==> src/soqpsk_defs.svh <==
// SOQPSK detector widths
`ifndef SOQPSK_DEFS_SVH
`define SOQPSK_DEFS_SVH

// ------------------------------------------------------------
// Datapath widths
// ------------------------------------------------------------

// Sample and coefficient width, Q1.17 signed
`define SOQPSK_SAMPLE_W 18

// Fraction bits dropped after an 18x18 multiply
`define SOQPSK_PROD_FRAC 17

// Integrator width
// Two half-symbol samples plus the branch difference
`define SOQPSK_ACC_W 20

`endif

==> src/soqpskArithPkg.sv <==
// SOQPSK fixed-point helpers
package soqpskArithPkg;
   `include "soqpsk_defs.svh"

   // Sample range limits
   localparam logic signed [`SOQPSK_SAMPLE_W-1:0] SAMPLE_MAX =
      {1'b0, {(`SOQPSK_SAMPLE_W-1){1'b1}}};
   localparam logic signed [`SOQPSK_SAMPLE_W-1:0] SAMPLE_MIN =
      {1'b1, {(`SOQPSK_SAMPLE_W-1){1'b0}}};

   // ------------------------------------------------------------
   // Product scaling
   // ------------------------------------------------------------

   // Drop the product fraction, then clip to sample width
   function automatic logic signed [`SOQPSK_SAMPLE_W-1:0] scaleProduct(
      input logic signed [2*`SOQPSK_SAMPLE_W-1:0] prod
   );
      logic signed [2*`SOQPSK_SAMPLE_W-1:0] shifted;
      shifted = prod >>> `SOQPSK_PROD_FRAC;
      // In range when all bits above the sample sign agree with it
      if (&shifted[2*`SOQPSK_SAMPLE_W-1:`SOQPSK_SAMPLE_W-1] ||
          ~|shifted[2*`SOQPSK_SAMPLE_W-1:`SOQPSK_SAMPLE_W-1]) begin
         return $signed(shifted[`SOQPSK_SAMPLE_W-1:0]);
      end
      return shifted[2*`SOQPSK_SAMPLE_W-1] ? SAMPLE_MIN : SAMPLE_MAX;
   endfunction

   // ------------------------------------------------------------
   // Accumulator saturation
   // ------------------------------------------------------------
   function automatic logic signed [`SOQPSK_SAMPLE_W-1:0] satToSample(
      input logic signed [`SOQPSK_ACC_W-1:0] acc
   );
      // Same sign-bit test over the integrator guard bits
      if (&acc[`SOQPSK_ACC_W-1:`SOQPSK_SAMPLE_W-1] ||
          ~|acc[`SOQPSK_ACC_W-1:`SOQPSK_SAMPLE_W-1]) begin
         return $signed(acc[`SOQPSK_SAMPLE_W-1:0]);
      end
      return acc[`SOQPSK_ACC_W-1] ? SAMPLE_MIN : SAMPLE_MAX;
   endfunction

endpackage

==> src/soqpskCoefPkg.sv <==
// SOQPSK hypothesis coefficients
package soqpskCoefPkg;
   `include "soqpsk_defs.svh"

   // 0.707 in Q1.17, rounded
   localparam logic signed [`SOQPSK_SAMPLE_W-1:0] COEF_MAG = 18'sd92668;

   // ------------------------------------------------------------
   // Hypothesis A, phase +45 degrees
   // ------------------------------------------------------------
   localparam logic signed [`SOQPSK_SAMPLE_W-1:0] COEF_A_RE = COEF_MAG;
   localparam logic signed [`SOQPSK_SAMPLE_W-1:0] COEF_A_IM = COEF_MAG;

   // ------------------------------------------------------------
   // Hypothesis B, phase -45 degrees
   // ------------------------------------------------------------
   localparam logic signed [`SOQPSK_SAMPLE_W-1:0] COEF_B_RE = COEF_MAG;
   // Conjugate of A
   localparam logic signed [`SOQPSK_SAMPLE_W-1:0] COEF_B_IM = -COEF_MAG;

endpackage

==> src/cmpy18WithCe.sv <==
// Clock-enabled complex multiplier
`timescale 1ns/1ps
`include "soqpsk_defs.svh"

module cmpy18WithCe (
   input  logic                                clk,
   input  logic                                rst,
   input  logic                                ce,
   input  logic signed [`SOQPSK_SAMPLE_W-1:0]  aReal,
   input  logic signed [`SOQPSK_SAMPLE_W-1:0]  aImag,
   input  logic signed [`SOQPSK_SAMPLE_W-1:0]  bReal,
   input  logic signed [`SOQPSK_SAMPLE_W-1:0]  bImag,
   output logic signed [`SOQPSK_SAMPLE_W-1:0]  pReal,
   output logic signed [`SOQPSK_SAMPLE_W-1:0]  pImag
);
   import soqpskArithPkg::*;

   // Full product width
   localparam int PW = 2 * `SOQPSK_SAMPLE_W;

   // ------------------------------------------------------------
   // Partial products
   // ------------------------------------------------------------
   logic signed [PW-1:0] prodRR;
   logic signed [PW-1:0] prodII;
   logic signed [PW-1:0] prodRI;
   logic signed [PW-1:0] prodIR;

   // Unscaled real and imaginary parts
   logic signed [PW-1:0] sumReal;
   logic signed [PW-1:0] sumImag;

   // Operands sign-extended before multiply
   assign prodRR = PW'(aReal) * PW'(bReal);
   assign prodII = PW'(aImag) * PW'(bImag);
   assign prodRI = PW'(aReal) * PW'(bImag);
   assign prodIR = PW'(aImag) * PW'(bReal);

   // (a + jb)(c + jd) = (ac - bd) + j(ad + bc)
   // Coefficients below full scale keep these in range
   assign sumReal = prodRR - prodII;
   assign sumImag = prodRI + prodIR;

   // ------------------------------------------------------------
   // Scaled output register
   // ------------------------------------------------------------
   always_ff @(posedge clk) begin
      if (rst) begin
         pReal <= '0;
         pImag <= '0;
      end else if (ce) begin
         // Back to Q1.17, clipped
         pReal <= scaleProduct(sumReal);
         pImag <= scaleProduct(sumImag);
      end
   end

endmodule

==> src/soqpskMfilter.sv <==
// SOQPSK one-tap matched filter
`timescale 1ns/1ps
`include "soqpsk_defs.svh"

module soqpskMfilter #(
   // Tap coefficient, set per hypothesis
   parameter logic signed [`SOQPSK_SAMPLE_W-1:0] reC = '0,
   parameter logic signed [`SOQPSK_SAMPLE_W-1:0] imC = '0
) (
   input  logic                                clk,
   input  logic                                rst,
   input  logic                                sym2xEn,
   input  logic signed [`SOQPSK_SAMPLE_W-1:0]  iIn,
   input  logic signed [`SOQPSK_SAMPLE_W-1:0]  qIn,
   output logic signed [`SOQPSK_SAMPLE_W-1:0]  iOut,
   output logic signed [`SOQPSK_SAMPLE_W-1:0]  qOut
);

   // Multiplier output, one strobe behind the input
   logic signed [`SOQPSK_SAMPLE_W-1:0] iMult;
   logic signed [`SOQPSK_SAMPLE_W-1:0] qMult;

   // ------------------------------------------------------------
   // Sample times coefficient
   // ------------------------------------------------------------
   cmpy18WithCe u_cmpMult (
      .clk   (clk),
      .rst   (rst),
      .ce    (sym2xEn),
      .aReal (iIn),
      .aImag (qIn),
      .bReal (reC),
      .bImag (imC),
      .pReal (iMult),
      .pImag (qMult)
   );

   // ------------------------------------------------------------
   // Output latch
   // ------------------------------------------------------------
   // Two strobes of latency from iIn/qIn to iOut/qOut
   always_ff @(posedge clk) begin
      if (rst) begin
         iOut <= '0;
         qOut <= '0;
      end else if (sym2xEn) begin
         iOut <= iMult;
         qOut <= qMult;
      end
   end

endmodule

==> src/soqpskMfCombiner.sv <==
// SOQPSK branch combiner and decision
`timescale 1ns/1ps
`include "soqpsk_defs.svh"

module soqpskMfCombiner (
   input  logic                                clk,
   input  logic                                rst,
   input  logic                                sym2xEn,
   input  logic                                symEn,
   // Real outputs of the two matched filters
   input  logic signed [`SOQPSK_SAMPLE_W-1:0]  aI,
   input  logic signed [`SOQPSK_SAMPLE_W-1:0]  bI,
   output logic                                bitOut,
   output logic signed [`SOQPSK_SAMPLE_W-1:0]  metric,
   output logic                                symValid
);
   import soqpskArithPkg::*;

   localparam int AW = `SOQPSK_ACC_W;

   // ------------------------------------------------------------
   // Strobe decode
   // ------------------------------------------------------------
   logic symStrobe;
   logic halfStrobe;

   // symEn only counts together with sym2xEn
   assign symStrobe  = sym2xEn & symEn;
   // First half-symbol sample
   assign halfStrobe = sym2xEn & ~symEn;

   // ------------------------------------------------------------
   // First-half storage
   // ------------------------------------------------------------
   logic signed [`SOQPSK_SAMPLE_W-1:0] firstA;
   logic signed [`SOQPSK_SAMPLE_W-1:0] firstB;

   always_ff @(posedge clk) begin
      if (rst) begin
         firstA <= '0;
         firstB <= '0;
      end else if (halfStrobe) begin
         firstA <= aI;
         firstB <= bI;
      end
   end

   // ------------------------------------------------------------
   // Full-symbol sums
   // ------------------------------------------------------------
   logic signed [AW-1:0] sumA;
   logic signed [AW-1:0] sumB;
   logic signed [AW-1:0] sumDiff;

   // Sign-extended into integrator width
   assign sumA = AW'(aI) + AW'(firstA);
   assign sumB = AW'(bI) + AW'(firstB);

   // Fits in AW bits, both sums span 19 bits
   assign sumDiff = sumA - sumB;

   // ------------------------------------------------------------
   // Decision and soft metric
   // ------------------------------------------------------------
   always_ff @(posedge clk) begin
      if (symStrobe) begin
         // Hard bit, 1 favors hypothesis A
         bitOut <= (sumA > sumB);
         // Soft metric, clipped to sample width
         metric <= satToSample(sumDiff);
      end
   end

   // One-cycle valid, aligned with the new bitOut and metric
   always_ff @(posedge clk) begin
      if (rst) begin
         symValid <= 1'b0;
      end else begin
         symValid <= symStrobe;
      end
   end

endmodule

==> src/soqpskDetector.sv <==
// SOQPSK symbol detector top
`timescale 1ns/1ps
`include "soqpsk_defs.svh"

module soqpskDetector #(
   // Hypothesis A tap
   parameter logic signed [`SOQPSK_SAMPLE_W-1:0] coefARe = soqpskCoefPkg::COEF_A_RE,
   parameter logic signed [`SOQPSK_SAMPLE_W-1:0] coefAIm = soqpskCoefPkg::COEF_A_IM,
   // Hypothesis B tap
   parameter logic signed [`SOQPSK_SAMPLE_W-1:0] coefBRe = soqpskCoefPkg::COEF_B_RE,
   parameter logic signed [`SOQPSK_SAMPLE_W-1:0] coefBIm = soqpskCoefPkg::COEF_B_IM
) (
   input  logic                                clk,
   input  logic                                rst,
   input  logic                                sym2xEn,
   input  logic                                symEn,
   input  logic signed [`SOQPSK_SAMPLE_W-1:0]  iIn,
   input  logic signed [`SOQPSK_SAMPLE_W-1:0]  qIn,
   output logic                                bitOut,
   output logic signed [`SOQPSK_SAMPLE_W-1:0]  metric,
   output logic                                symValid
);

   // Real filter outputs, one per hypothesis
   logic signed [`SOQPSK_SAMPLE_W-1:0] mfARe;
   logic signed [`SOQPSK_SAMPLE_W-1:0] mfBRe;

   // ------------------------------------------------------------
   // Matched filters
   // ------------------------------------------------------------
   // Imaginary outputs unused, no quadrature decision here
   soqpskMfilter #(.reC(coefARe), .imC(coefAIm)) u_mfA (
      .clk     (clk),
      .rst     (rst),
      .sym2xEn (sym2xEn),
      .iIn     (iIn),
      .qIn     (qIn),
      .iOut    (mfARe),
      .qOut    ()
   );

   soqpskMfilter #(.reC(coefBRe), .imC(coefBIm)) u_mfB (
      .clk     (clk),
      .rst     (rst),
      .sym2xEn (sym2xEn),
      .iIn     (iIn),
      .qIn     (qIn),
      .iOut    (mfBRe),
      .qOut    ()
   );

   // ------------------------------------------------------------
   // Integrate and decide
   // ------------------------------------------------------------
   soqpskMfCombiner u_combiner (
      .clk      (clk),
      .rst      (rst),
      .sym2xEn  (sym2xEn),
      .symEn    (symEn),
      .aI       (mfARe),
      .bI       (mfBRe),
      .bitOut   (bitOut),
      .metric   (metric),
      .symValid (symValid)
   );

endmodule

==> config.mk <==
export PLATFORM = sky130hd
export DESIGN_NAME = soqpskDetector
export DESIGN_NICKNAME = d
export VERILOG_FILES = /design/src/soqpskArithPkg.sv /design/src/soqpskCoefPkg.sv /design/src/cmpy18WithCe.sv /design/src/soqpskMfilter.sv /design/src/soqpskMfCombiner.sv /design/src/soqpskDetector.sv
export VERILOG_INCLUDE_DIRS = /design/src /design/src/src
export SDC_FILE = /design/constraint.sdc
export NUM_CORES = 1
export LEC_CHECK = 0
export BUFFER_PORTS_ARGS = -buffer_cell sky130_fd_sc_hd__buf_2
export CAP_MARGIN = 20
export CORE_ASPECT_RATIO = 0.9
export CORE_MARGIN = 5
export CORE_UTILIZATION = 50
export DETAILED_ROUTE_END_ITERATION = 10
export HOLD_SLACK_MARGIN = 0.02
export PLACE_DENSITY_LB_ADDON = 0.2
export REMOVE_ABC_BUFFERS = 1
export SLEW_MARGIN = 20
export SYNTH_ARGS = -nofsm -noshare
export SYNTH_HDL_FRONTEND = slang
export SYNTH_SLANG_ARGS = --single-unit
export TNS_END_PERCENT = 100
==> constraint.sdc <==
create_clock -name clk -period 9.9 [get_ports clk]
set_input_delay 0.495 -clock clk [delete_from_list [all_inputs] [get_ports clk]]
set_output_delay 0.495 -clock clk [all_outputs]
set_load 0.05 [all_outputs]
# [Word-level counts from Yosys, hierarchy flattened]
# Cells that the tools add are included.
[word_totals] ff_bits=128 in_bits=40
[op_classes] order_cmp=1 n_reduce_logical=12 mux=17 bitwise=3 add_sub_neg=5 n_mul=3
[op_table] operator="$mux 18" count=9
[op_table] operator="$mul 18x16->34 const B" count=3
[op_table] operator="$sub 36x36->36" count=2
[op_table] operator="$add 18x18->19" count=2
[op_table] operator="$gt 20x20->1" count=1
[op_table] operator="$sub 20x20->20" count=1
[op_table] operator="$mux 1" count=8
[op_table] operator="$reduce_and 2->1" count=2
[op_table] operator="$reduce_or 2->1" count=2
[op_table] operator="$logic_not 1->1" count=3
[op_table] operator="$logic_or 1x1->1" count=3
[op_table] operator="$reduce_and 3->1" count=1
[op_table] operator="$reduce_or 3->1" count=1
[op_table] operator="$and 1x1->1" count=2
[op_table] operator="$not 1->1" count=1

# [Longest topological paths before layout]
[depth] ltp_word=9 ltp_mapped=38 depth_no_buf=36

# [Modules after synthesis]
# From an unflattened synthesis, not the netlist that was laid out.
[unflattened] hier_cells=11481 hier_area_um2=106856.2
[modules_own_cells] module="cmpy18WithCe (u_mfA.u_cmpMult)" cells_per_inst=5346 seq_area_each_um2=720.7 instances=1 area_per_inst_um2=49911.6
[modules_own_cells] module="cmpy18WithCe (u_mfB.u_cmpMult)" cells_per_inst=5321 seq_area_each_um2=720.7 instances=1 area_per_inst_um2=49545.0
[modules_own_cells] module="soqpskMfCombiner" cells_per_inst=578 seq_area_each_um2=1311.3 instances=1 area_per_inst_um2=4772.1
[modules_own_cells] module="soqpskMfilter" cells_per_inst=118 seq_area_each_um2=720.7 instances=2 area_per_inst_um2=1313.8

# [Least setup slack after synthesis]
# Ideal clock, no wire load.
[synth_timing] path_kind="in2reg" startpoint="input qIn[17]" endpoint="register u_mfA.u_cmpMult.pReal[15]" path_slack_ns=1.420 required_time_ns=9.814 path_stages=30 n_path_buf=2 setup_time_ns=0.086 arrival_ns=8.394 path_cell_list="clkbuf_1 > clkinv_1 > fa_1 > fa_1 > inv_1 > fa_1 > fa_1 > fa_1 > inv_1 > fa_1 > inv_1 > ha_1 > clkbuf_1 > a21o_1 > o21bai_1 > a21oi_1 > xor2_1 > ha_1 > a21oi_1 > o21ai_0 > a21o_1 > a31o_2 > or3_1 > a311o_1 > a21oi_2 > o21bai_2 > a311oi_2 > xor2_1 > maj3_1 > a211oi_1"
[synth_via] elab_chain_len=9 elab_cells_between_ends=12 cone_classes="add/sub (1); mul (1); mux (6); reduce/logical (4)"
[synth_rtl] item="from (decl)" line="soqpskDetector.sv:18" source="input logic signed [`SOQPSK_SAMPLE_W-1:0] qIn,"
[synth_rtl] item="$mul 18x16->34 (*)"
[synth_rtl] item="$sub 36x36->36 (*)" line="cmpy18WithCe.sv:41" source="assign sumReal = prodRR - prodII;"
[synth_rtl] item="$reduce_or 2->1" line="soqpskArithPkg.sv:23" source="~|shifted[2*`SOQPSK_SAMPLE_W-1:`SOQPSK_SAMPLE_W-1]) begin"
[synth_rtl] item="$logic_not 1->1" line="soqpskArithPkg.sv:23"
[synth_rtl] item="$logic_or 1x1->1" line="soqpskArithPkg.sv:22" source="if (&shifted[2*`SOQPSK_SAMPLE_W-1:`SOQPSK_SAMPLE_W-1] ||"
[synth_rtl] item="$mux 1" line="soqpskArithPkg.sv:22"
[synth_rtl] item="$mux 1" line="cmpy18WithCe.sv:51" source="end else if (ce) begin"
[synth_rtl] item="$mux 1" line="cmpy18WithCe.sv:48" source="if (rst) begin"
[synth_rtl] item="$mux 18 (*)" line="soqpskArithPkg.sv:26" source="return shifted[2*`SOQPSK_SAMPLE_W-1] ? SAMPLE_MIN : SAMPLE_MAX;"
[synth_rtl] item="to (signal assigned)" line="cmpy18WithCe.sv:53" source="pReal <= scaleProduct(sumReal);"
[synth_rtl] item="to (decl)" line="cmpy18WithCe.sv:13" source="output logic signed [`SOQPSK_SAMPLE_W-1:0] pReal,"
# Mark *: on every way between the ends. The rest lies on a longest branch, timed or not. The select of a mux whose other input is x is not followed.
# A chain may end at the register's enable or synchronous reset.

# [Worst setup path after layout]
[layout_timing] startpoint="input qIn[10]" endpoint="register u_mfA.u_cmpMult.pReal[14]"
# Same word-level chain as after synthesis.

==> run_results.csv <==
group,metric,value,unit
placed_design,portBuffers,59,
clock_network,worst_skew_pair.late_latency,420,ps
clock_network,tritoncts_clock_tree,"done",
worst_setup_path,worst-path-buf-inv,7,
worst_setup_path,worstPathRequired,10240,ps
sta,rsz_0062_raised_after_global_routing,"false",
global_routing,global_route.usage.total,23.2,%
placed_design,hpwl_dp,58.9,mm
worst_setup_path,r2r_end,"u_combiner.metric[16]",
worst_hold_path,hp-class,"register to register",
finish,n_antenna_cell,0,
global_routing,wire_length_of_the_first_global_routing_pass,111,mm
drt,routedWlPerCell,17.9,um
worst_hold_path,worst_hold_startpoint,"u_combiner.firstA[13]",
sta,timing.max_slew.rel_slack,28.2,%
synth,yosys-top-cells-area,"fa_1, ha_1, inv_1",
worst_setup_path,regToRegSetupSlack,4110,ps
synth,post-synth-top-area-fraction,25.9,%
global_routing,antenna_found_initial,0,
sta,setup_violations,0,
worst_setup_path,setup.worst_path.start_class,"primary input",
worst_setup_path,cp_common_cell,"inv_1",
sta,fin_tns_setup,0,ps
drt,drt_pass1_iterations,5,
synth,syn-instance-count,3032,
drt,drc,0,
synth,ys_ff_latch,128,
worst_setup_path,reg2reg_from,"u_mfA.iOut[0]",
synth,syn_area,27200,um^2
global_routing,grt_overflow_total,0,
synth,synth-edff-count,19,
synth,synth_top_area_cell,"fa_1",
worst_setup_path,critical_path.max_stage_delay,650,ps
placed_design,gp_congestion,0.935,
drt,viasPerCell,5.40,
drt,wirelength,67.9,mm
synth,yosysWarnings,0,
sta,finalClockSkew,12.4,ps
drt,vias_after_detailed_routing,20500,
synth,synthMostInstantiatedCell,"inv_1",
worst_setup_path,slowest_stage,"fa_1",
worst_hold_path,hold-path-endpoint,"u_combiner.firstA[13]",
worst_setup_path,path_class,"primary input to register",
worst_setup_path,cp_top_family,"adder cells",
synth,avgSynthCellArea,8.96,um^2
floorplan,die_x,256,um
synth,yosys-top-cells-count,"inv_1, ha_1, fa_1",
worst_setup_path,cp_max_fo,8,
floorplan,rows,81,
worst_setup_path,reg2regPathDepth,22,
sta,timing.final.crit_period,9280,ps
clock_network,cts_buffer_depth,2,
finish,area.growth.synth_to_final,6.44,%
clock_network,htree_num_levels,4,
global_routing,first_global_vias,21100,
job,drv.max_cap_violation_count,0,
sta,timing_hold_violations_final,0,
worst_hold_path,min_path_cells,2,
clock_network,worst_setup_hold_path_clk_slew,60,ps
clock_network,cts_resized,0,
sta,finalCritPeriodShare,93.7,%
floorplan,pin_count,60,
clock_network,tritoncts.num_buffers,17,
worst_setup_path,critical_path_arrival,9610,ps
synth,ys_async_sr_fraction,0,%
clock_network,clkSinkCount,128,
finish,design.final.nets,3961,
clock_network,post_cts_hold_buffer_count,0,
sta,fmaxAchievable,108,MHz
synth,seq_area_frac_synth,10.1,%
floorplan,initial_cell_density_of_the_core,50.2,%
clock_network,clockRootBuffer,"clkbuf_16",
sta,maxSlewViolCount,0,
sta,timing_worst_slew_pin_value,1080,ps
floorplan,die_height,231,um
synth,yosysUniqueCellTypes,90,
worst_setup_path,end_kind,"register",
drt,route.antenna.remaining_nets,0,
global_routing,grt_start_max_net_pins,82,
floorplan,core-area,54100,um^2
drt,drt_iter0_drc,1011,
floorplan,die_area,59100,um^2
run_status,result_of_the_run,"finished clean",
synth,synth-main-ff-cell,"dfxtp_1",
finish,drive_above_1_share,5.57,%
clock_network,post-cts-setup-buffers,0,
[layout by cell type, fill, tap and decap left out, drive strengths merged, types with 5 or more instances in the layout]
master / count
o211a: 5
a21oi: 204
and3: 12
and4: 5
dfxtp: 109
and2: 9
buf: 74
a211o: 7
a211oi: 49
maj3: 9
nor2b: 25
edfxtp: 19
o31ai: 6
a21o: 45
nand4: 15
a31o: 6
a21boi: 9
or2: 30
a31oi: 21
nand2: 155
o21a: 30
inv: 635
xor2: 82
ha: 496
or3: 8
nor3: 32
fa: 351
clkbuf: 20
o21bai: 31
xnor2: 123
o211ai: 18
nand3: 22
clkinv: 5
nor2: 175
o2111ai: 5
mux2i: 40
o21ai: 115
nor4: 5
nand2b: 19
[kinds of logic (layout without fill, tap and decap cells)]
kind of cell	after synthesis	in the layout	synth area share, %
simple gates	522	522	8.90
compound gates	595	595	14.2
fa+ha+maj	856	856	49.0
buf+inv	683	737	9.51
flops	128	128	10.1
mux	43	43	1.60
xor+xnor	205	205	6.66
[worst register-to-register path: stages (launching register included)]
cell      delay, ps
dfxtp_1         330
ha_1            230
fa_1            400
a21oi_1         150
nor2_1           50
nor2_1          170
o21bai_1         90
a21oi_1         240
o21bai_1        100
a21oi_1         240
o21bai_1         90
a21oi_1         300
o21ai_0         140
a31oi_1         300
o21ai_0         200
xor2_1          170
ha_1            350
and3_1          220
a221o_1         310
o21ai_0         250
a31oi_1         230
nor2_1          690
o21ai_0         230
[per-layer routing]
metal	wire length, um	track usage (%)	up-vias
li1	-	-	10100
met1	32800	32.8	9990
met2	30700	38.5	357
met3	3460	3.98	56
met4	923	3.79	0
met5	0	0	-
[layout make-up]
class,count,area (um^2)
clock buffers,20,489
inverters,632,2370
fillers,5002,25200
well taps,705,882
flip-flops and latches,128,2750
clock inverters,11,118
repair buffers,74,413
multi-input cells,2221,21900
[state kept, by name, summed over array words and instances, names as in the netlist]
| name | cells |
|---|---|
| u_combiner.bitOut | 1 |
| u_combiner.firstA | 18 |
| u_combiner.firstB | 18 |
| u_combiner.metric | 18 |
| u_combiner.symValid | 1 |
| u_mfA.iOut | 18 |
| u_mfA.u_cmpMult.pReal | 18 |
| u_mfB.iOut | 18 |
| u_mfB.u_cmpMult.pReal | 18 |
[how the worst max path moves through the flow]
| stage | startpoint | slack [ps] | end | cells after the start |
|---|---|---|---|---|
| global placement | qIn[10] | 7 | u_mfA.u_cmpMult.pReal[12] | 33 |
| global route | qIn[10] | 20 | u_mfA.u_cmpMult.pReal[14] | 33 |
| CTS | qIn[10] | 370 | u_mfA.u_cmpMult.pReal[13] | 33 |
| detailed placement | qIn[10] | -30 | u_mfA.u_cmpMult.pReal[13] | 33 |
| floorplan | iIn[16] | 1010 | u_mfB.u_cmpMult.pReal[1] | 33 |
| finish | qIn[10] | 620 | u_mfA.u_cmpMult.pReal[14] | 33 |
[metrics by stage]
stage	std cells	instance area [um^2]	worst slack, ps	hold WS [ps]	utilization, %
2_1_floorplan	2981	27000	1010	434	-
3_3_place_gp	3760	28300	7.05	447	52.2
3_5_place_dp	3760	28300	-33.1	452	52.2
4_1_cts	3791	28900	369	460	53.3
5_1_grt	3791	28900	15.1	477	53.4
6_report	3791	28900	624	459	53.4
Power is left out: the tool's default activity adds up to more than one toggle a clock period on the data nets, which glitch-free logic cannot reach.
